**src/hdl/dtm_pkg.sv**
```systemverilog
// shared definitions for the jtag debug transport
//   dtm widths, idcode and instruction codes
//   sticky dmi status codes
//   dmi target size and busy time
//   tap state encoding
//   dmi request and response structs
//   dbus / dtmcontrol views of the data register

package dtm_pkg;

    localparam int DTM_ABITS = 7;                    // dmi address width
    localparam int DTM_IRLEN = 5;
    localparam int DTM_DRLEN = DTM_ABITS + 34;       // addr + data + op
    localparam logic [31:0] DTM_IDCODE = 32'h10e31913;

    // instruction codes
    localparam logic [DTM_IRLEN-1:0] IR_IDCODE     = 5'h01;
    localparam logic [DTM_IRLEN-1:0] IR_DTMCONTROL = 5'h10;
    localparam logic [DTM_IRLEN-1:0] IR_DBUS       = 5'h11;
    localparam logic [DTM_IRLEN-1:0] IR_BYPASS     = 5'h1f;

    localparam logic [1:0] DMISTAT_SUCCESS = 2'h0;
    localparam logic [1:0] DMISTAT_FAILED  = 2'h2;
    localparam logic [1:0] DMISTAT_BUSY    = 2'h3;

    localparam int DMI_REG_COUNT   = 16;             // addresses at or above are errors
    localparam int DMI_BUSY_CYCLES = 64;

    typedef enum logic [3:0] {
        TEST_LOGIC_RESET = 4'd0,
        RUN_TEST_IDLE    = 4'd1,
        SELECT_DR_SCAN   = 4'd2,
        CAPTURE_DR       = 4'd3,
        SHIFT_DR         = 4'd4,
        EXIT1_DR         = 4'd5,
        PAUSE_DR         = 4'd6,
        EXIT2_DR         = 4'd7,
        UPDATE_DR        = 4'd8,
        SELECT_IR_SCAN   = 4'd9,
        CAPTURE_IR       = 4'd10,
        SHIFT_IR         = 4'd11,
        EXIT1_IR         = 4'd12,
        PAUSE_IR         = 4'd13,
        EXIT2_IR         = 4'd14,
        UPDATE_IR        = 4'd15
    } tap_state_e;

    typedef struct packed {
        logic                 valid;
        logic                 write;
        logic [DTM_ABITS-1:0] addr;
        logic [31:0]          data;
    } dmi_req_t;

    typedef struct packed {
        logic [31:0] data;
        logic        busy;
        logic        error;
    } dmi_resp_t;

    // dbus scan layout with op in the low bits
    typedef struct packed {
        logic [DTM_ABITS-1:0] addr;
        logic [31:0]          data;
        logic [1:0]           op;
    } dtm_dbus_t;

    // dtmcontrol layout padded with zeros above bit 17
    typedef struct packed {
        logic [DTM_DRLEN-19:0] pad;
        logic                  dmihardreset;      // bit 17
        logic                  dmireset;          // bit 16
        logic [3:0]            rsvd;
        logic [1:0]            dmistat;
        logic [5:0]            abits;
        logic [3:0]            version;
    } dtm_ctrl_t;

    // one shift register read per selected instruction
    typedef union packed {
        dtm_dbus_t dbus;
        dtm_ctrl_t ctrl;
    } dtm_dr_u;

endpackage

```
**src/hdl/jtag_dtm.sv**
```systemverilog
// jtag debug transport module
//   16-state tap controller on tck/tms
//   instruction register, updated on the falling edge
//   idcode, dtmcontrol, dbus and bypass data registers
//   sticky dmi status, dmireset and dmihardreset
//   one-cycle dmi request on dbus update

`timescale 1ns/10ps

module jtag_dtm (
    input  logic               i_tck,
    input  logic               i_trst,
    input  logic               i_tms,
    input  logic               i_tdi,
    input  dtm_pkg::dmi_resp_t i_dmi_resp,
    output logic               o_tdo,
    output dtm_pkg::dmi_req_t  o_dmi_req,
    output logic               o_dmi_hardreset
);

    dtm_pkg::tap_state_e state_q, state_d;
    dtm_pkg::dtm_dr_u    dr_q, dr_d;
    logic [5:0]          dr_len_q, dr_len_d;     // active shift length
    logic                bypass_q, bypass_d;
    logic                busy_q;                 // target busy, one cycle late
    logic                err_q;                  // target error, one cycle late
    logic [1:0]          stat_q, stat_d;         // sticky dmi status

    // falling-edge registers
    logic [dtm_pkg::DTM_IRLEN-1:0] ir_q, ir_d;
    logic [dtm_pkg::DTM_ABITS-1:0] dmi_addr_q, dmi_addr_d;

    // tap state walk
    always_comb begin
        case (state_q)
            dtm_pkg::TEST_LOGIC_RESET:
                state_d = i_tms ? dtm_pkg::TEST_LOGIC_RESET : dtm_pkg::RUN_TEST_IDLE;
            dtm_pkg::RUN_TEST_IDLE:
                state_d = i_tms ? dtm_pkg::SELECT_DR_SCAN : dtm_pkg::RUN_TEST_IDLE;
            dtm_pkg::SELECT_DR_SCAN:
                state_d = i_tms ? dtm_pkg::SELECT_IR_SCAN : dtm_pkg::CAPTURE_DR;
            dtm_pkg::CAPTURE_DR:
                state_d = i_tms ? dtm_pkg::EXIT1_DR : dtm_pkg::SHIFT_DR;
            dtm_pkg::SHIFT_DR:
                state_d = i_tms ? dtm_pkg::EXIT1_DR : dtm_pkg::SHIFT_DR;
            dtm_pkg::EXIT1_DR:
                state_d = i_tms ? dtm_pkg::UPDATE_DR : dtm_pkg::PAUSE_DR;
            dtm_pkg::PAUSE_DR:
                state_d = i_tms ? dtm_pkg::EXIT2_DR : dtm_pkg::PAUSE_DR;
            dtm_pkg::EXIT2_DR:
                state_d = i_tms ? dtm_pkg::UPDATE_DR : dtm_pkg::SHIFT_DR;
            dtm_pkg::UPDATE_DR:
                state_d = i_tms ? dtm_pkg::SELECT_DR_SCAN : dtm_pkg::RUN_TEST_IDLE;
            dtm_pkg::SELECT_IR_SCAN:
                state_d = i_tms ? dtm_pkg::TEST_LOGIC_RESET : dtm_pkg::CAPTURE_IR;
            dtm_pkg::CAPTURE_IR:
                state_d = i_tms ? dtm_pkg::EXIT1_IR : dtm_pkg::SHIFT_IR;
            dtm_pkg::SHIFT_IR:
                state_d = i_tms ? dtm_pkg::EXIT1_IR : dtm_pkg::SHIFT_IR;
            dtm_pkg::EXIT1_IR:
                state_d = i_tms ? dtm_pkg::UPDATE_IR : dtm_pkg::PAUSE_IR;
            dtm_pkg::PAUSE_IR:
                state_d = i_tms ? dtm_pkg::EXIT2_IR : dtm_pkg::PAUSE_IR;
            dtm_pkg::EXIT2_IR:
                state_d = i_tms ? dtm_pkg::UPDATE_IR : dtm_pkg::SHIFT_IR;
            dtm_pkg::UPDATE_IR:
                state_d = i_tms ? dtm_pkg::SELECT_DR_SCAN : dtm_pkg::RUN_TEST_IDLE;
            default:
                state_d = dtm_pkg::TEST_LOGIC_RESET;
        endcase
    end

    // capture, shift and update actions
    always_comb begin
        logic [dtm_pkg::DTM_DRLEN-1:0] shift_v;

        shift_v         = {1'b0, dr_q[dtm_pkg::DTM_DRLEN-1:1]};
        dr_d            = dr_q;
        dr_len_d        = dr_len_q;
        bypass_d        = bypass_q;
        stat_d          = stat_q;
        ir_d            = ir_q;
        dmi_addr_d      = dmi_addr_q;
        o_dmi_req       = '0;
        o_dmi_hardreset = 1'b0;

        case (state_q)
            dtm_pkg::TEST_LOGIC_RESET: begin
                ir_d = dtm_pkg::IR_IDCODE;
            end
            dtm_pkg::CAPTURE_DR: begin
                case (ir_q)
                    dtm_pkg::IR_IDCODE: begin
                        dr_d     = {{(dtm_pkg::DTM_DRLEN-32){1'b0}}, dtm_pkg::DTM_IDCODE};
                        dr_len_d = 6'd32;
                    end
                    dtm_pkg::IR_DTMCONTROL: begin
                        dr_d              = '0;
                        dr_d.ctrl.version = 4'd1;
                        dr_d.ctrl.abits   = 6'(dtm_pkg::DTM_ABITS);
                        dr_d.ctrl.dmistat = stat_q;
                        dr_len_d          = 6'd32;
                    end
                    dtm_pkg::IR_DBUS: begin
                        dr_d.dbus.addr = dmi_addr_q;     // address of the last scan
                        dr_d.dbus.data = i_dmi_resp.data;
                        dr_d.dbus.op   = stat_q;
                        if (err_q) begin
                            dr_d.dbus.op = dtm_pkg::DMISTAT_FAILED;
                            stat_d       = dtm_pkg::DMISTAT_FAILED;
                        end
                        dr_len_d = 6'(dtm_pkg::DTM_DRLEN);
                    end
                    default: begin                       // bypass and unknown codes
                        dr_d     = '0;
                        dr_d[0]  = bypass_q;
                        dr_len_d = 6'd1;
                    end
                endcase
            end
            dtm_pkg::SHIFT_DR: begin
                if (dr_len_q > 6'd1) begin
                    shift_v[dr_len_q - 6'd1] = i_tdi;    // tdi enters at top of length
                    dr_d = shift_v;
                end else begin
                    dr_d[0] = i_tdi;
                end
            end
            dtm_pkg::UPDATE_DR: begin
                if (ir_q == dtm_pkg::IR_DTMCONTROL) begin
                    o_dmi_hardreset = dr_q.ctrl.dmihardreset;
                    if (dr_q.ctrl.dmireset) begin
                        stat_d = dtm_pkg::DMISTAT_SUCCESS;
                    end
                end else if (ir_q == dtm_pkg::IR_DBUS) begin
                    dmi_addr_d      = dr_q.dbus.addr;
                    o_dmi_req.write = dr_q.dbus.op[1];
                    o_dmi_req.addr  = dr_q.dbus.addr;
                    o_dmi_req.data  = dr_q.dbus.data;
                    // sticky failure or busy drops the access
                    if (stat_q == dtm_pkg::DMISTAT_SUCCESS) begin
                        if (busy_q) begin
                            stat_d = dtm_pkg::DMISTAT_BUSY;
                        end else begin
                            o_dmi_req.valid = |dr_q.dbus.op;
                        end
                    end
                end else if (ir_q != dtm_pkg::IR_IDCODE) begin
                    bypass_d = dr_q[0];
                end
            end
            dtm_pkg::CAPTURE_IR: begin
                dr_d = '0;
                dr_d[dtm_pkg::DTM_IRLEN-1:0] = {ir_q[dtm_pkg::DTM_IRLEN-1:2], 2'b01};
            end
            dtm_pkg::SHIFT_IR: begin
                dr_d[dtm_pkg::DTM_IRLEN-1:0] = {i_tdi, dr_q[dtm_pkg::DTM_IRLEN-1:1]};
            end
            dtm_pkg::UPDATE_IR: begin
                ir_d = dr_q[dtm_pkg::DTM_IRLEN-1:0];
            end
            default: ;                                   // select, exit and pause hold
        endcase
    end

    always_ff @(posedge i_tck, posedge i_trst) begin
        if (i_trst) begin
            state_q  <= dtm_pkg::TEST_LOGIC_RESET;
            dr_q     <= {{(dtm_pkg::DTM_DRLEN-32){1'b0}}, dtm_pkg::DTM_IDCODE};
            dr_len_q <= 6'd32;
            bypass_q <= 1'b0;
            busy_q   <= 1'b0;
            err_q    <= 1'b0;
            stat_q   <= dtm_pkg::DMISTAT_SUCCESS;
        end else begin
            state_q  <= state_d;
            dr_q     <= dr_d;
            dr_len_q <= dr_len_d;
            bypass_q <= bypass_d;
            busy_q   <= i_dmi_resp.busy;
            err_q    <= i_dmi_resp.error;
            stat_q   <= stat_d;
        end
    end

    // ir and dmi address settle mid-cycle after the update state
    always_ff @(negedge i_tck, posedge i_trst) begin
        if (i_trst) begin
            ir_q       <= dtm_pkg::IR_IDCODE;
            dmi_addr_q <= '0;
        end else begin
            ir_q       <= ir_d;
            dmi_addr_q <= dmi_addr_d;
        end
    end

    assign o_tdo = dr_q[0];                              // lsb first

endmodule

```
**src/hdl/dmi_regfile.sv**
```systemverilog
// dmi register target
//   16 x 32-bit register bank
//   one request at a time, then busy for a fixed count
//   error flag for addresses past the bank
//   bank clear on dtm hard reset

`timescale 1ns/10ps

module dmi_regfile (
    input  logic               i_tck,
    input  logic               i_trst,
    input  dtm_pkg::dmi_req_t  i_dmi_req,
    input  logic               i_hardreset,
    output dtm_pkg::dmi_resp_t o_dmi_resp
);

    logic [31:0] regs_q [dtm_pkg::DMI_REG_COUNT];

    // down-counter, nonzero while busy
    logic [$clog2(dtm_pkg::DMI_BUSY_CYCLES+1)-1:0] busy_cnt_q;

    logic [31:0] rdata_q;                                // last read value
    logic        err_q;

    logic                                      addr_bad;
    logic [$clog2(dtm_pkg::DMI_REG_COUNT)-1:0] idx;
    logic                                      wr_en;

    assign addr_bad = i_dmi_req.addr >= dtm_pkg::DTM_ABITS'(dtm_pkg::DMI_REG_COUNT);
    assign idx      = i_dmi_req.addr[$clog2(dtm_pkg::DMI_REG_COUNT)-1:0];
    assign wr_en    = i_dmi_req.valid & i_dmi_req.write & ~addr_bad;

    // register bank
    always_ff @(posedge i_tck) begin
        if (i_hardreset) begin
            for (int i = 0; i < dtm_pkg::DMI_REG_COUNT; i++) begin
                regs_q[i] <= '0;
            end
        end else if (wr_en) begin
            regs_q[idx] <= i_dmi_req.data;
        end
    end

    // busy countdown, reloaded on every accepted request
    always_ff @(posedge i_tck, posedge i_trst) begin
        if (i_trst) begin
            busy_cnt_q <= '0;
        end else if (i_dmi_req.valid) begin
            busy_cnt_q <= ($clog2(dtm_pkg::DMI_BUSY_CYCLES+1))'(dtm_pkg::DMI_BUSY_CYCLES);
        end else if (busy_cnt_q != '0) begin
            busy_cnt_q <= busy_cnt_q - 1'b1;
        end
    end

    // error level follows the address of the last request
    always_ff @(posedge i_tck, posedge i_trst) begin
        if (i_trst) begin
            err_q <= 1'b0;
        end else if (i_dmi_req.valid) begin
            err_q <= addr_bad;
        end
    end

    // read data
    always_ff @(posedge i_tck, posedge i_trst) begin
        if (i_trst) begin
            rdata_q <= '0;
        end else if (i_dmi_req.valid) begin
            if (addr_bad) begin
                rdata_q <= '0;                           // nothing to return
            end else if (!i_dmi_req.write) begin
                rdata_q <= regs_q[idx];
            end
        end
    end

    always_comb begin
        o_dmi_resp.data  = rdata_q;
        o_dmi_resp.busy  = busy_cnt_q != '0;
        o_dmi_resp.error = err_q;
    end

endmodule

```
**src/hdl/dbg_top.sv**
```systemverilog
// debug top level
//   jtag dtm driving the dmi
//   dmi register target
//   hard-reset pulse brought out for monitoring

`timescale 1ns/10ps

module dbg_top (
    input  logic i_tck,
    input  logic i_trst,
    input  logic i_tms,
    input  logic i_tdi,
    output logic o_tdo,
    output logic o_dmi_hardreset
);

    dtm_pkg::dmi_req_t  dmi_req;                         // dtm to target
    dtm_pkg::dmi_resp_t dmi_resp;                        // target to dtm
    logic               dmi_hardreset;

    jtag_dtm jtag_dtm_i (
        .i_tck           (i_tck),
        .i_trst          (i_trst),
        .i_tms           (i_tms),
        .i_tdi           (i_tdi),
        .i_dmi_resp      (dmi_resp),
        .o_tdo           (o_tdo),
        .o_dmi_req       (dmi_req),
        .o_dmi_hardreset (dmi_hardreset)
    );

    dmi_regfile dmi_regfile_i (
        .i_tck       (i_tck),
        .i_trst      (i_trst),
        .i_dmi_req   (dmi_req),
        .i_hardreset (dmi_hardreset),
        .o_dmi_resp  (dmi_resp)
    );

    assign o_dmi_hardreset = dmi_hardreset;

endmodule

```
**config.mk**
```make
export PLATFORM = sky130hd
export DESIGN_NAME = dbg_top
export DESIGN_NICKNAME = d
export VERILOG_FILES = /design/src/hdl/dtm_pkg.sv /design/src/hdl/jtag_dtm.sv /design/src/hdl/dmi_regfile.sv /design/src/hdl/dbg_top.sv
export SDC_FILE = /design/constraint.sdc
export NUM_CORES = 1
export LEC_CHECK = 0
export BUFFER_PORTS_ARGS = -buffer_cell sky130_fd_sc_hd__buf_2
export CAP_MARGIN = 15
export CORE_UTILIZATION = 60
export DETAILED_ROUTE_END_ITERATION = 10
export PLACE_DENSITY = 0.73
export SYNTH_ARGS = -nofsm -noshare
export SYNTH_HDL_FRONTEND = slang
export SYNTH_SLANG_ARGS = --single-unit
```
**constraint.sdc**
```tcl
create_clock -name i_tck -period 8.35 [get_ports i_tck]
set_input_delay 0.4175 -clock i_tck [delete_from_list [all_inputs] [get_ports i_tck]]
set_output_delay 0.4175 -clock i_tck [all_outputs]
set_load 0.02 [all_outputs]
```
==> results of run 1 <==
stage by stage:
step	util [%]	area, um2	power (W)	setup WS, ns
floorplan	-	28000	0.00499	1.02
global placement	62.7	28700	0.00553	1.08
detailed placement	62.7	28700	0.00557	0.996
CTS	67.3	30800	0.00839	0.926
global route	67.3	30800	0.00869	0.803
finish	67.3	30800	0.00847	0.896
logic make-up (layout without fill, tap and decap cells):
| group | after synthesis | after routing | share of synthesized area, % |
|---|---|---|---|
| XOR/XNOR | 6 | 6 | 0.187 |
| AND/OR/NAND/NOR | 982 | 982 | 14.7 |
| multiplexers | 154 | 154 | 6.70 |
| AO/OA/AOI/OAI | 448 | 448 | 10.4 |
| buffers and inverters | 242 | 228 | 3.57 |
| adder cells (fa/ha/maj) | 3 | 3 | 0.134 |
| flip-flops | 617 | 617 | 64.3 |
final cells by class:
cell class,instances,area [um2],area share [%]
clock buffers,92,1790,5.82
clock inverters,24,315,1.02
inverters,27,104,0.337
multi-input cells,1593,9100,29.5
flip-flops and latches,617,18000,58.5
well taps,600,751,2.44
repair buffers,85,726,2.36
worst min-delay path by stage:
stage / slack (ns) / cells past startpoint / end
final: 0.13 / 3 / jtag_dtm_i.state_q[1]
after global routing: 0.17 / 3 / jtag_dtm_i.state_q[1]
after CTS: 0.12 / 3 / jtag_dtm_i.state_q[1]
after detailed placement: 0.38 / 0 / jtag_dtm_i.err_q
after global placement: 0.36 / 0 / jtag_dtm_i.err_q
after floorplan: 0.35 / 0 / jtag_dtm_i.err_q
flip-flops by register name (all words and copies together) (netlist names), 2 cells and up:
name and cells:
dmi_regfile_i.regs_q 512, jtag_dtm_i.dr_q 41, dmi_regfile_i.rdata_q 32, dmi_regfile_i.busy_cnt_q 7, jtag_dtm_i.dmi_addr_q 7, jtag_dtm_i.ir_q 5, jtag_dtm_i.state_q 4, jtag_dtm_i.dr_len_q 3
jtag_dtm_i.stat_q 2
placed cells by master, fill, tap and decap left out, drive strengths merged, types with 59 or more instances in the layout:
cell / n
nor2: 665
edfxtp: 512
nand2: 161
a21oi: 107
clkbuf: 92
buf: 84
dfrtp: 80
o22ai: 75
mux2i: 74
o21ai: 67
mux2: 59
metal layers:
layer	global-route usage, %	up-vias	routed length [um]
li1	-	8728	-
met1	47.8	10100	29900
met2	56.8	1606	38700
met3	9.32	357	12100
met4	21.5	2	5570
met5	0	-	45
power groups by stage:
stage	Sequential, W	Combinational [W]	Clock (W)
global route	0.00376	0.00194	0.00299
CTS	0.00373	0.00178	0.00288
global placement	0.00379	0.00174	0.00000150
floorplan	0.00365	0.00134	0.00000150
detailed placement	0.00379	0.00177	0.00000150
finish	0.00375	0.00185	0.00288
what timing repair did:
item / in CTS / in global routing
hold buffers: 1 / 0
resized for setup: 0 / 0
endpoints found under the hold margin: 30 / 0
worst max-delay path, delay by kind of cell, from the launching register on:
family | cells | cell delay, ns
compound gates | 4 | 0.95
simple gates | 2 | 0.83
buf+inv | 2 | 0.74
flops | 1 | 0.52
==> summary.txt, run 1 <==
Power and ir drop
  – Part of the power in registers: 44.2%
  – Sw power: between 0.002 and 0.003 W
  – Pleak: around 8.8 nW
  – Clock share of power: 34.0%
  – Maximum VDD drop: 0.368 mV
  – Net Sw Frac: 32.2%
  – Internal power: about 0.0057 W
  – Power Density: 275 nW/um2
  – Comb pwr share: a little over a fifth

GRT
  – Vias in the first global route: roughly 20000
  – First-pass GRT wire length: 127 mm
  – Largest net degree at the start of global routing: ~110
  – Antenna violations before repair: 1
  – Total global-route track usage: ~37%
  – GR Overflow Total: 0

Place
  – Post-DP HPWL: 49.1 mm
  – I/O Buffers: 5
  – Final RePlAce weighted congestion: 0.974
  – Placed Instances: 2922

Clock network
  – CTS sink count: 617
  – Skew-Pair Late Insertion Delay: 0.65 ns
  – TritonCTS Buffers: 61
  – CTS tree: built
  – Worst-path clk slew: roughly 0.060 ns
  – CTS max path bufs: 3
  – Setup bufs post-CTS: 0
  – CTS root buf: clkbuf_16
  – H-Tree Depth: 2

Route
  – First-pass iteration count of the detailed router: 6
  – Via Count: 20800
  – Final ANT Viol Nets: 0
  – Vias per Instance: between 6 and 7
  – Routed wire length: ~86 mm
  – # DRC: 0
  – Initial DRC count: 3165
  – DR WL/cell: 28.4 um

Synth
  – Synth warn: 0
  – Sequential area share after synthesis: 64.3%
  – Top post-synthesis cells by count: 665 x nor2_1, 512 x edfxtp_1, 161 x nand2_1, 128 x clkbuf_1, 107 x a21oi_1
  – FFs w/ async S/R, synth: 17.0%
  – Top-count cell post-synth: nor2_1
  – Top cell type's share of synthesized area: 54.8%
  – Top post-synthesis cells by area: edfxtp_1 55%, nor2_1 8.9%, dfrtp_1 7.1%
  – Synth Instances: 2452
  – Netlist cell types: 69
  – FF+latch count, synth: 617
  – Primary FF master, synth: edfxtp_1
  – Synthesized area per cell: around 11 um2
  – Mapped Nets: 2459
  – Cell taking the most area after synthesis: edfxtp_1
  – Synthesized cell area: 28000 um2
  – Post-synth EDFFs: 512

Finish
  – FILL cells: 3315
  – Ant. Diodes: 0
  – Synth-to-Final Area Change: 9.92%
  – Layout cell share with drive strength beyond 1: 13.4%
  – Final std cells w/o fill: 3038
  – Nets: 2393

STA
  – Clk_skew: 0.0576 ns
  – Final Hold Fails: 0
  – Setup TNS: 0 ns
  – RSZ-0062 raised after global routing: no
  – Worst rel slew slack: 30.7%
  – Max-slew violation count: 0
  – Slew @ Worst Pin: 1.04 ns
  – Final setup vio count: 0
  – Hold_ws: 0.131 ns

Die
  – Die height: between 200 and 250 um
  – Initial core utilization: 61.2%
  – Die area: ~48000 um2
  – Core ar.: around 46000 um2
  – Die Width: 218 um
  – Row count: about 80
  – I/O pin total: 6

Worst setup path
  – Worst Setup SP: jtag_dtm_i.ir_q[0]
  – Crit-path cells: buf_4, or4b_1, nor3_4, buf_12, a31oi_1, o311ai_0, a221oi_1, a22o_1
  – FF-to-FF setup slack: ~0.9 ns
  – Startpoint types: flip-flop
  – Crit path DAT: 7.96 ns
  – R2R Path Start: jtag_dtm_i.ir_q[0]
  – Critical path class: reg2reg
  – Reg2Reg Depth: 8
  – R2R Path End: dmi_regfile_i.rdata_q[7]
  – Crit path largest cell delay: 0.56 ns
  – Setup crit end: dmi_regfile_i.rdata_q[7]
  – CP required: 8.86 ns
  – Crit-path max FO: 108
  – CP max-delay cell: or4b_1
  – CP Capture Type: flip-flop

Job
  – Max_cap viols: 0

Run status
  – Status: completed

Hold path
  – Hold Path Class: in2reg
  – Hold path start: i_tms
(Power assumes the default switching activity.)
==> run 2: changes to the inputs <==
--- a/config.mk
+++ b/config.mk
@@ -12,4 +12,5 @@
 export PLACE_DENSITY = 0.73
 export SYNTH_ARGS = -nofsm -noshare
 export SYNTH_HDL_FRONTEND = slang
+export SYNTH_HIERARCHICAL = 1
 export SYNTH_SLANG_ARGS = --single-unit
==> run 2 against run 1 <==
Against the previous run: the run now ends with design-rule violations left; die area increased by 1.9%; clock power fell by 5%; non-clock buffer count decreased by 18; final area increased by 1.3%; sequential power decreased by 1%; critical endpoint is now dmi_regfile_i/regs_q[1][4].
==> summary.txt, run 2 <==
Worst setup path
  – Crit-path cells: nor4b_1, buf_4, and3_1, nor3b_1, nor3b_1, nand3_1, nor2_2, or2_2 (was buf_4, or4b_1, nor3_4, buf_12, a31oi_1, o311ai_0, a221oi_1, a22o_1)
  – Startpoint types: flip-flop (unchanged)
  – Most Frequent Cell on Critical Path: nor3b_1
  – CP max-delay cell: or2_2 (was or4b_1)
  – Crit path largest cell delay: 0.88 ns (was 0.56 ns)
  – Critical path class: reg2reg (unchanged)
  – Crit path DAT: 8.29 ns (was 7.96 ns)
  – Crit-path max FO: 32 (was 108)
  – CP Capture Type: flip-flop (unchanged)
  – CP required: 8.55 ns (was 8.86 ns)

Clock network
  – TritonCTS Buffers: 66 (was 61)
  – CTS max path bufs: 3 (unchanged)
  – Skew-Pair Late Insertion Delay: 0.62 ns (was 0.65 ns)
  – H-Tree Depth: 3 (was 2)
  – Setup bufs post-CTS: 0 (unchanged)
  – CTS sink count: 617 (unchanged)
  – CTS root buf: clkbuf_16 (unchanged)
  – CTS tree: built (unchanged)
  – Worst-path clk slew: 0.05 ns (was 0.06 ns)

STA
  – Setup TNS: 0 ns (unchanged)
  – RSZ-0062 raised after global routing: no (unchanged)
  – Final setup vio count: 0 (unchanged)
  – Slew @ Worst Pin: 1.12 ns (was 1.04 ns)
  – Max-slew violation count: 0 (unchanged)
  – Worst rel slew slack: 25.6% (was 30.7%)
  – Final Hold Fails: 0 (unchanged)
  – Clk_skew: 0.0555 ns (was 0.0576 ns)

Die
  – Row count: 79 (was 78)
  – Core ar.: 46800 um2 (was 45800 um2)
  – Die Width: 220 um (was 218 um)
  – Die height: 220 um (was 218 um)
  – I/O pin total: 6 (unchanged)
  – Die area: 48500 um2 (was 47600 um2)
  – Initial core utilization: 61.1% (was 61.2%)

Job
  – Max_cap viols: 0 (unchanged)

Synth
  – FF+latch count, synth: 617 (unchanged)
  – Post-synthesis mux area share: 12.6% (was 6.70%)
  – Sequential area share after synthesis: 63.1% (was 64.3%)
  – Synthesized cell area: 28600 um2 (was 28000 um2)
  – Synthesized area per cell: 14.8 um2 (was 11.4 um2)
  – Primary FF master, synth: edfxtp_1 (unchanged)
  – Post-synth EDFFs: 512 (unchanged)
  – Cell taking the most area after synthesis: edfxtp_1 (unchanged)
  – Compound-gate portion of the synthesized area: 5.10% (was 10.4%)
  – Top post-synthesis cells by count: 554 x and2_1, 512 x edfxtp_1, 123 x clkbuf_1, 121 x mux4_2, 80 x dfrtp_1 (was 665 x nor2_1, 512 x edfxtp_1, 161 x nand2_1, 128 x clkbuf_1, 107 x a21oi_1)
  – Main combinational cell family by area after synthesis: simple AND/OR/NAND/NOR gates (unchanged)
  – Synth Area in Simple Gates: 15.9% (was 14.7%)
  – Top cell type's share of synthesized area: 53.8% (was 54.8%)
  – FFs w/ async S/R, synth: 17.0% (unchanged)
  – Synth warn: 6 (was 0)
  – Netlist cell types: 75 (was 69)
  – Synth Instances: 1925 (was 2452)
  – Top post-synthesis cells by area: edfxtp_1 54%, and2_1 12%, mux4_2 9.5% (was edfxtp_1 55%, nor2_1 8.9%, dfrtp_1 7.1%)
  – XOR/XNOR share of the synthesized area: 0.123% (was 0.187%)
  – Mapped Nets: 1932 (was 2459)
  – Post-Synth Adder-Cell Area: 0.131% (was 0.134%)
  – Top-count cell post-synth: and2_1 (was nor2_1)

Finish
  – Final std cells w/o fill: 2546 (was 3038)
  – Largest Register: dmi_regfile_i/regs_q (was dmi_regfile_i.regs_q)
  – Ant. Diodes: 0 (unchanged)
  – Layout cell share with drive strength beyond 1: 20.1% (was 13.4%)
  – Synth-to-Final Area Change: 9.25% (was 9.92%)
  – Nets: 1900 (was 2393)
  – Most common cell after layout, fill and taps aside: and2_1 (was nor2_1)
  – Most frequent cells in the layout: 551 x and2_1, 512 x edfxtp_1, 121 x mux4_2 (was 663 x nor2_1, 512 x edfxtp_1, 145 x nand2_1)
  – Final instance area: 31200 um2 (was 30800 um2)
  – Max reg flops: 512 (unchanged)
  – Largest regs: dmi_regfile_i/regs_q x512, jtag_dtm_i/dr_q x41, dmi_regfile_i/rdata_q x32 (was dmi_regfile_i.regs_q x512, jtag_dtm_i.dr_q x41, dmi_regfile_i.rdata_q x32)
  – FILL cells: 3161 (was 3315)

Place
  – I/O Buffers: 5 (unchanged)
  – Final RePlAce weighted congestion: 0.841 (was 0.974)
  – Post-DP HPWL: 40.2 mm (was 49.1 mm)
  – Placement Cell Area: 29200 um2 (was 28700 um2)
  – Placed Instances: 2431 (was 2922)

Power and ir drop
  – Power Density: 236 nW/um2 (was 275 nW/um2)
  – Maximum VDD drop: 0.129 mV (was 0.368 mV)
  – Pleak: 11.5 nW (was 8.77 nW)

GRT
  – Vias in the first global route: 16600 (was 20300)
  – Antenna violations before repair: 2 (was 1)
  – Largest net degree at the start of global routing: 55 (was 109)
  – Total global-route track usage: 30.1% (was 36.9%)
  – GR Overflow Total: 0 (unchanged)
  – First-pass GRT wire length: 105 mm (was 127 mm)

Hold path
  – Hold Path Class: in2reg (unchanged)

Route
  – Final ANT Viol Nets: 0 (unchanged)
  – Via Count: 16700 (was 20800)
  – Initial DRC count: 1941 (was 3165)
  – First-pass iteration count of the detailed router: 8 (was 6)
  – DR WL/cell: 27.4 um (was 28.4 um)
  – Vias per Instance: 6.55 (was 6.85)
  – # DRC: 3 (was 0)
  – Routed wire length: 69.9 mm (was 86.3 mm)

Run status
  – Violated checks: design-rule violations
  – Status: finished, violations left (was completed)
## run 2: cell count changes in the layout (fill, tap and decap cells not counted), moves of 27 or more
cell and delta:
o22ai_1 -68, and2_1 +550, o21ai_0 -40, mux4_2 +100, a221o_1 +27, nand2_1 -119, nor2_1 -638, a21oi_1 -75
mux2i_1 -64
## run 2: path summary, 6_finish.rpt
| path | start | endpoint | slack (ns) | cells after the start |
|---|---|---|---|---|
| max | jtag_dtm_i/ir_q[0] | dmi_regfile_i/regs_q[1][4] | 0.26 | 8 |
| min | i_tms | jtag_dtm_i/state_q[2] | 0.17 | 2 |
| max reg2reg | jtag_dtm_i/ir_q[0] | dmi_regfile_i/regs_q[1][4] | 0.26 | 8 |
| min reg2reg | dmi_regfile_i/err_q | jtag_dtm_i/err_q | 0.40 | 0 |
| max in group asynchronous | i_trst | jtag_dtm_i/ir_q[0] | 2.76 | 4 |
| min in group asynchronous | i_trst | jtag_dtm_i/dr_q[30] | 0.46 | 3 |
## run 2: power by group
part | switching (W) | leakage (nW) | internal (W)
clock network | 0.00116 | 0.966 | 0.00158
logic | 0.000541 | 3.75 | 0.000375
registers | 0.000218 | 6.78 | 0.00348
total | 0.00192 | 11.5 | 0.00544
## run 2: per-stage QoR
step	util, %	power, W	setup slack, ns	hold slack (ns)
5_1_grt	66.8	0.00761	0.0132	0.166
4_1_cts	66.7	0.00737	0.249	0.135
3_3_place_gp	62.5	0.00461	0.319	0.376
2_1_floorplan	-	0.00439	0.691	0.441
6_report	66.8	0.00735	0.259	0.169
3_5_place_dp	62.5	0.00465	0.313	0.383
## run 2: critical path, delay by kind of cell (launching register included)
kind,cells,cell delay [ns]
flops,1,0.56
simple gates,7,2.71
buf+inv,1,0.20
## run 2: area by class of cell
class	instances	area (um2)	share of cell area, %
Tap cell	607	759	2.43
Clock buffer	92	1820	5.84
Inverter	15	56.3	0.180
Clock inverter	23	166	0.533
Timing Repair Buffer	67	593	1.90
Multi-Input combinational cell	1125	9790	31.4
Sequential cell	617	18000	57.7
## run 2: per-layer routing
metal	track usage, %	vias up	part of all wire (%)
li1	-	7079	-
met1	42.0	8617	40
met2	47.8	809	47
met3	5.50	170	9.3
met4	10.9	2	3.2
met5	0	-	0.014
## run 2: kinds of logic (layout without fill, tap and decap cells)
logic type,Yosys count,in the layout
buffers and inverters,183,197
and+or+nand+nor,734,734
xor gates and xnor gates,4,4
muxes,191,191
DFF,617,617
AOI/OAI and AO/OA,193,193
adders and majority gates,3,3
## run 2: what timing repair did
action | 4_1_cts | 5_1_grt
gates resized for setup | 0 | 5
endpoints found under the hold margin | 17 | 0
hold buffers | 1 | 0
setup endpoints to repair | 0 | 155
==> run 3: changes to the inputs <==
--- a/config.mk
+++ b/config.mk
@@ -9,6 +9,7 @@
 export CAP_MARGIN = 15
 export CORE_UTILIZATION = 60
 export DETAILED_ROUTE_END_ITERATION = 10
+export GPL_TIMING_DRIVEN = 0
 export PLACE_DENSITY = 0.73
 export SYNTH_ARGS = -nofsm -noshare
 export SYNTH_HDL_FRONTEND = slang
==> run 3 against run 2 <==
Against the previous run: the flow still finishes with violations (design-rule violations); non-clock buffer count is 133 higher; worst hold slack better by 0.13 ns; final area is 2.8% higher.
==> summary.txt, run 3 (same netlist as run 2, synthesis figures left out) <==
Die
  – I/O pin total: 6 (unchanged)
  – Die Width: 220 um (unchanged)
  – Row count: 79 (unchanged)
  – Die area: 48500 um2 (unchanged)
  – Initial core utilization: 61.1% (unchanged)
  – Core ar.: 46800 um2 (unchanged)
  – Die height: 220 um (unchanged)

Power and ir drop
  – Pleak: 11.9 nW (was 11.5 nW)
  – Comb pwr share: 13.8% (was 12.5%)
  – Maximum VDD drop: 0.198 mV (was 0.129 mV)
  – Internal power: 0.00535 W (was 0.00544 W)
  – Net Sw Frac: 26.3% (was 26.0%)
  – Part of the power in registers: 50.2% (was 50.3%)
  – Clock share of power: 36.0% (was 37.3%)
  – Sw power: 0.00191 W (was 0.00192 W)
  – Power Density: 226 nW/um2 (was 236 nW/um2)

Clock network
  – CTS root buf: clkbuf_16 (unchanged)
  – CTS max path bufs: 3 (unchanged)
  – TritonCTS Buffers: 60 (was 66)
  – CTS sink count: 617 (unchanged)
  – Worst-path clk slew: 0.06 ns (was 0.05 ns)
  – Skew-Pair Late Insertion Delay: 0.64 ns (was 0.62 ns)
  – H-Tree Depth: 2 (was 3)
  – CTS tree: built (unchanged)

Worst setup path
  – Crit-path cells: nor4b_4, and3_1, buf_4, clkbuf_2, and2_1, buf_2, clkbuf_1, mux4_2, mux2_2, a221o_1 (was nor4b_1, buf_4, and3_1, nor3b_1, nor3b_1, nand3_1, nor2_2, or2_2)
  – Crit path largest cell delay: 0.67 ns (was 0.88 ns)
  – CP required: 8.84 ns (was 8.55 ns)
  – Startpoint types: flip-flop (unchanged)
  – R2R Path End: dmi_regfile_i/rdata_q[6] (was dmi_regfile_i/regs_q[1][4])
  – CP Capture Type: flip-flop (unchanged)
  – R2R Path Start: jtag_dtm_i/ir_q[0] (unchanged)
  – Reg2Reg Depth: 10 (was 8)
  – Crit-path max FO: 10 (was 32)
  – CP top delay family: buffers and inverters (was simple AND/OR/NAND/NOR gates)
  – FF-to-FF setup slack: 0.06 ns (was 0.26 ns)
  – CP max-delay cell: clkbuf_1 (was or2_2)
  – Critical path class: reg2reg (unchanged)
  – Worst Path Buf+Inv: 4 (was 1)
  – Crit path DAT: 8.78 ns (was 8.29 ns)

Hold path
  – Hold Path Class: in2reg (unchanged)
  – Hold Crit Endpoint: jtag_dtm_i/state_q[3] (was jtag_dtm_i/state_q[2])
  – Hold path depth: 5 (was 2)
  – Hold path start: i_tms (unchanged)

STA
  – Final setup vio count: 0 (unchanged)
  – Max-slew violation count: 0 (unchanged)
  – Slew @ Worst Pin: 1.11 ns (was 1.12 ns)
  – Hold_ws: 0.302 ns (was 0.169 ns)
  – Final Hold Fails: 0 (unchanged)
  – Worst rel slew slack: 25.5% (was 25.6%)
  – Clk_skew: 0.0493 ns (was 0.0555 ns)

GRT
  – Antenna violations before repair: 2 (unchanged)
  – Largest net degree at the start of global routing: 36 (was 55)
  – Vias in the first global route: 17500 (was 16600)
  – GR Overflow Total: 0 (unchanged)
  – Total global-route track usage: 33.0% (was 30.1%)
  – First-pass GRT wire length: 114 mm (was 105 mm)

Route
  – Final ANT Viol Nets: 0 (unchanged)
  – First-pass iteration count of the detailed router: 9 (was 8)
  – Via Count: 17600 (was 16700)
  – # DRC: 2 (was 3)
  – Vias per Instance: 6.52 (was 6.55)
  – DR WL/cell: 28.9 um (was 27.4 um)
  – Routed wire length: 77.7 mm (was 69.9 mm)
  – Initial DRC count: 2376 (was 1941)

Finish
  – Layout cell share with drive strength beyond 1: 21.6% (was 20.1%)
  – Ant. Diodes: 0 (unchanged)
  – Synth-to-Final Area Change: 12.3% (was 9.25%)
  – Max reg flops: 512 (unchanged)
  – Most common cell after layout, fill and taps aside: and2_1 (unchanged)
  – FILL cells: 3174 (was 3161)
  – Most frequent cells in the layout: 554 x and2_1, 512 x edfxtp_1, 121 x mux4_2 (was 551 x and2_1, 512 x edfxtp_1, 121 x mux4_2)
  – Largest Register: dmi_regfile_i/regs_q (unchanged)
  – Nets: 2043 (was 1900)
  – Largest regs: dmi_regfile_i/regs_q x512, jtag_dtm_i/dr_q x41, dmi_regfile_i/rdata_q x32 (unchanged)
  – Final core occ: 68.6% (was 66.8%)

Place
  – Post-DP HPWL: 48.6 mm (was 40.2 mm)
  – I/O Buffers: 5 (unchanged)
  – Final RePlAce weighted congestion: 0.908 (was 0.841)

Run status
  – Status: finished, violations left (unchanged)
  – Violated checks: design-rule violations (unchanged)

Job
  – Max_cap viols: 0 (unchanged)
==> run 3: cell count changes in the layout (fill, tap and decap cells not counted), sizes merged <==
cell,before,now
inv,18,17
clkbuf,92,204
buf,66,75
or2,17,33
clkinv,15,25
==> run 3: worst max path at each step <==
stage / startpoint / end / slack [ns] / depth (start not counted)
global route: jtag_dtm_i/ir_q[0] / dmi_regfile_i/regs_q[6][19] / -0.04 / 8
global placement: jtag_dtm_i/ir_q[0] / dmi_regfile_i/regs_q[15][24] / -1.32 / 11
floorplan: jtag_dtm_i/ir_q[0] / dmi_regfile_i/regs_q[3][0] / 0.69 / 11
CTS: jtag_dtm_i/ir_q[0] / dmi_regfile_i/regs_q[1][29] / -0.05 / 11
detailed placement: jtag_dtm_i/ir_q[0] / dmi_regfile_i/regs_q[15][24] / -1.36 / 11
finish: jtag_dtm_i/ir_q[0] / dmi_regfile_i/rdata_q[6] / 0.06 / 10
==> run 3: routing by layer <==
metal | share of wire, % | global-route usage, % | vias to the layer above
li1 | - | - | 7413
met1 | 38 | 45.6 | 8946
met2 | 47 | 52.2 | 1024
met3 | 12 | 7.70 | 177
met4 | 3.5 | 10.8 | 2
met5 | 0.015 | 0 | -
==> run 3: layout make-up <==
cell class | count | area [um2] | share of cell area [%]
Multi-Input combinational cell | 1141 | 9990 | 31.1
Tap cell | 607 | 759 | 2.37
Clock buffer | 80 | 1680 | 5.24
Inverter | 15 | 56.3 | 0.176
Clock inverter | 32 | 213 | 0.663
Buffer | 166 | 861 | 2.68
Timing Repair Buffer | 34 | 495 | 1.54
Sequential cell | 617 | 18000 | 56.2
==> run 3: worst reg2reg max path: cells and delay by family, from the launching register on <==
family | cells | cell delay [ns]
muxes | 2 | 0.75
DFF | 1 | 0.58
buffers and inverters | 4 | 1.38
AOI/OAI and AO/OA | 1 | 0.36
and+or+nand+nor | 3 | 0.89
==> run 3: metrics by stage <==
step	std cells	setup slack [ns]	cell area [um2]	power [W]	setup TNS [ns]
after floorplan	1925	0.691	28600	0.00439	0
after global placement	2537	-1.32	29400	0.00464	-751.08
after detailed placement	2539	-1.36	29400	0.00467	-798.50
after CTS	2679	-0.0528	31700	0.00726	-1.28
after global routing	2692	-0.0397	32100	0.00750	-0.527
final	2692	0.0584	32100	0.00726	0
==> run 3: power by group through the flow <==
stage	clock network [W]	logic, W	registers (W)
3_3_place_gp	0.00000150	0.000943	0.00369
5_1_grt	0.00275	0.00109	0.00366
3_5_place_dp	0.00000150	0.000969	0.00370
6_report	0.00262	0.000999	0.00365
4_1_cts	0.00264	0.000981	0.00364
2_1_floorplan	0.00000150	0.000752	0.00364
==> run 3: timing repair <==
item	4_1_cts	5_1_grt
resized for setup	72	43
pin swaps	5	1
setup buffers	14	12
hold endpoints to repair	32	0
endpoints found under the setup margin	1044	897
hold buffers	1	0
cloned	14	2
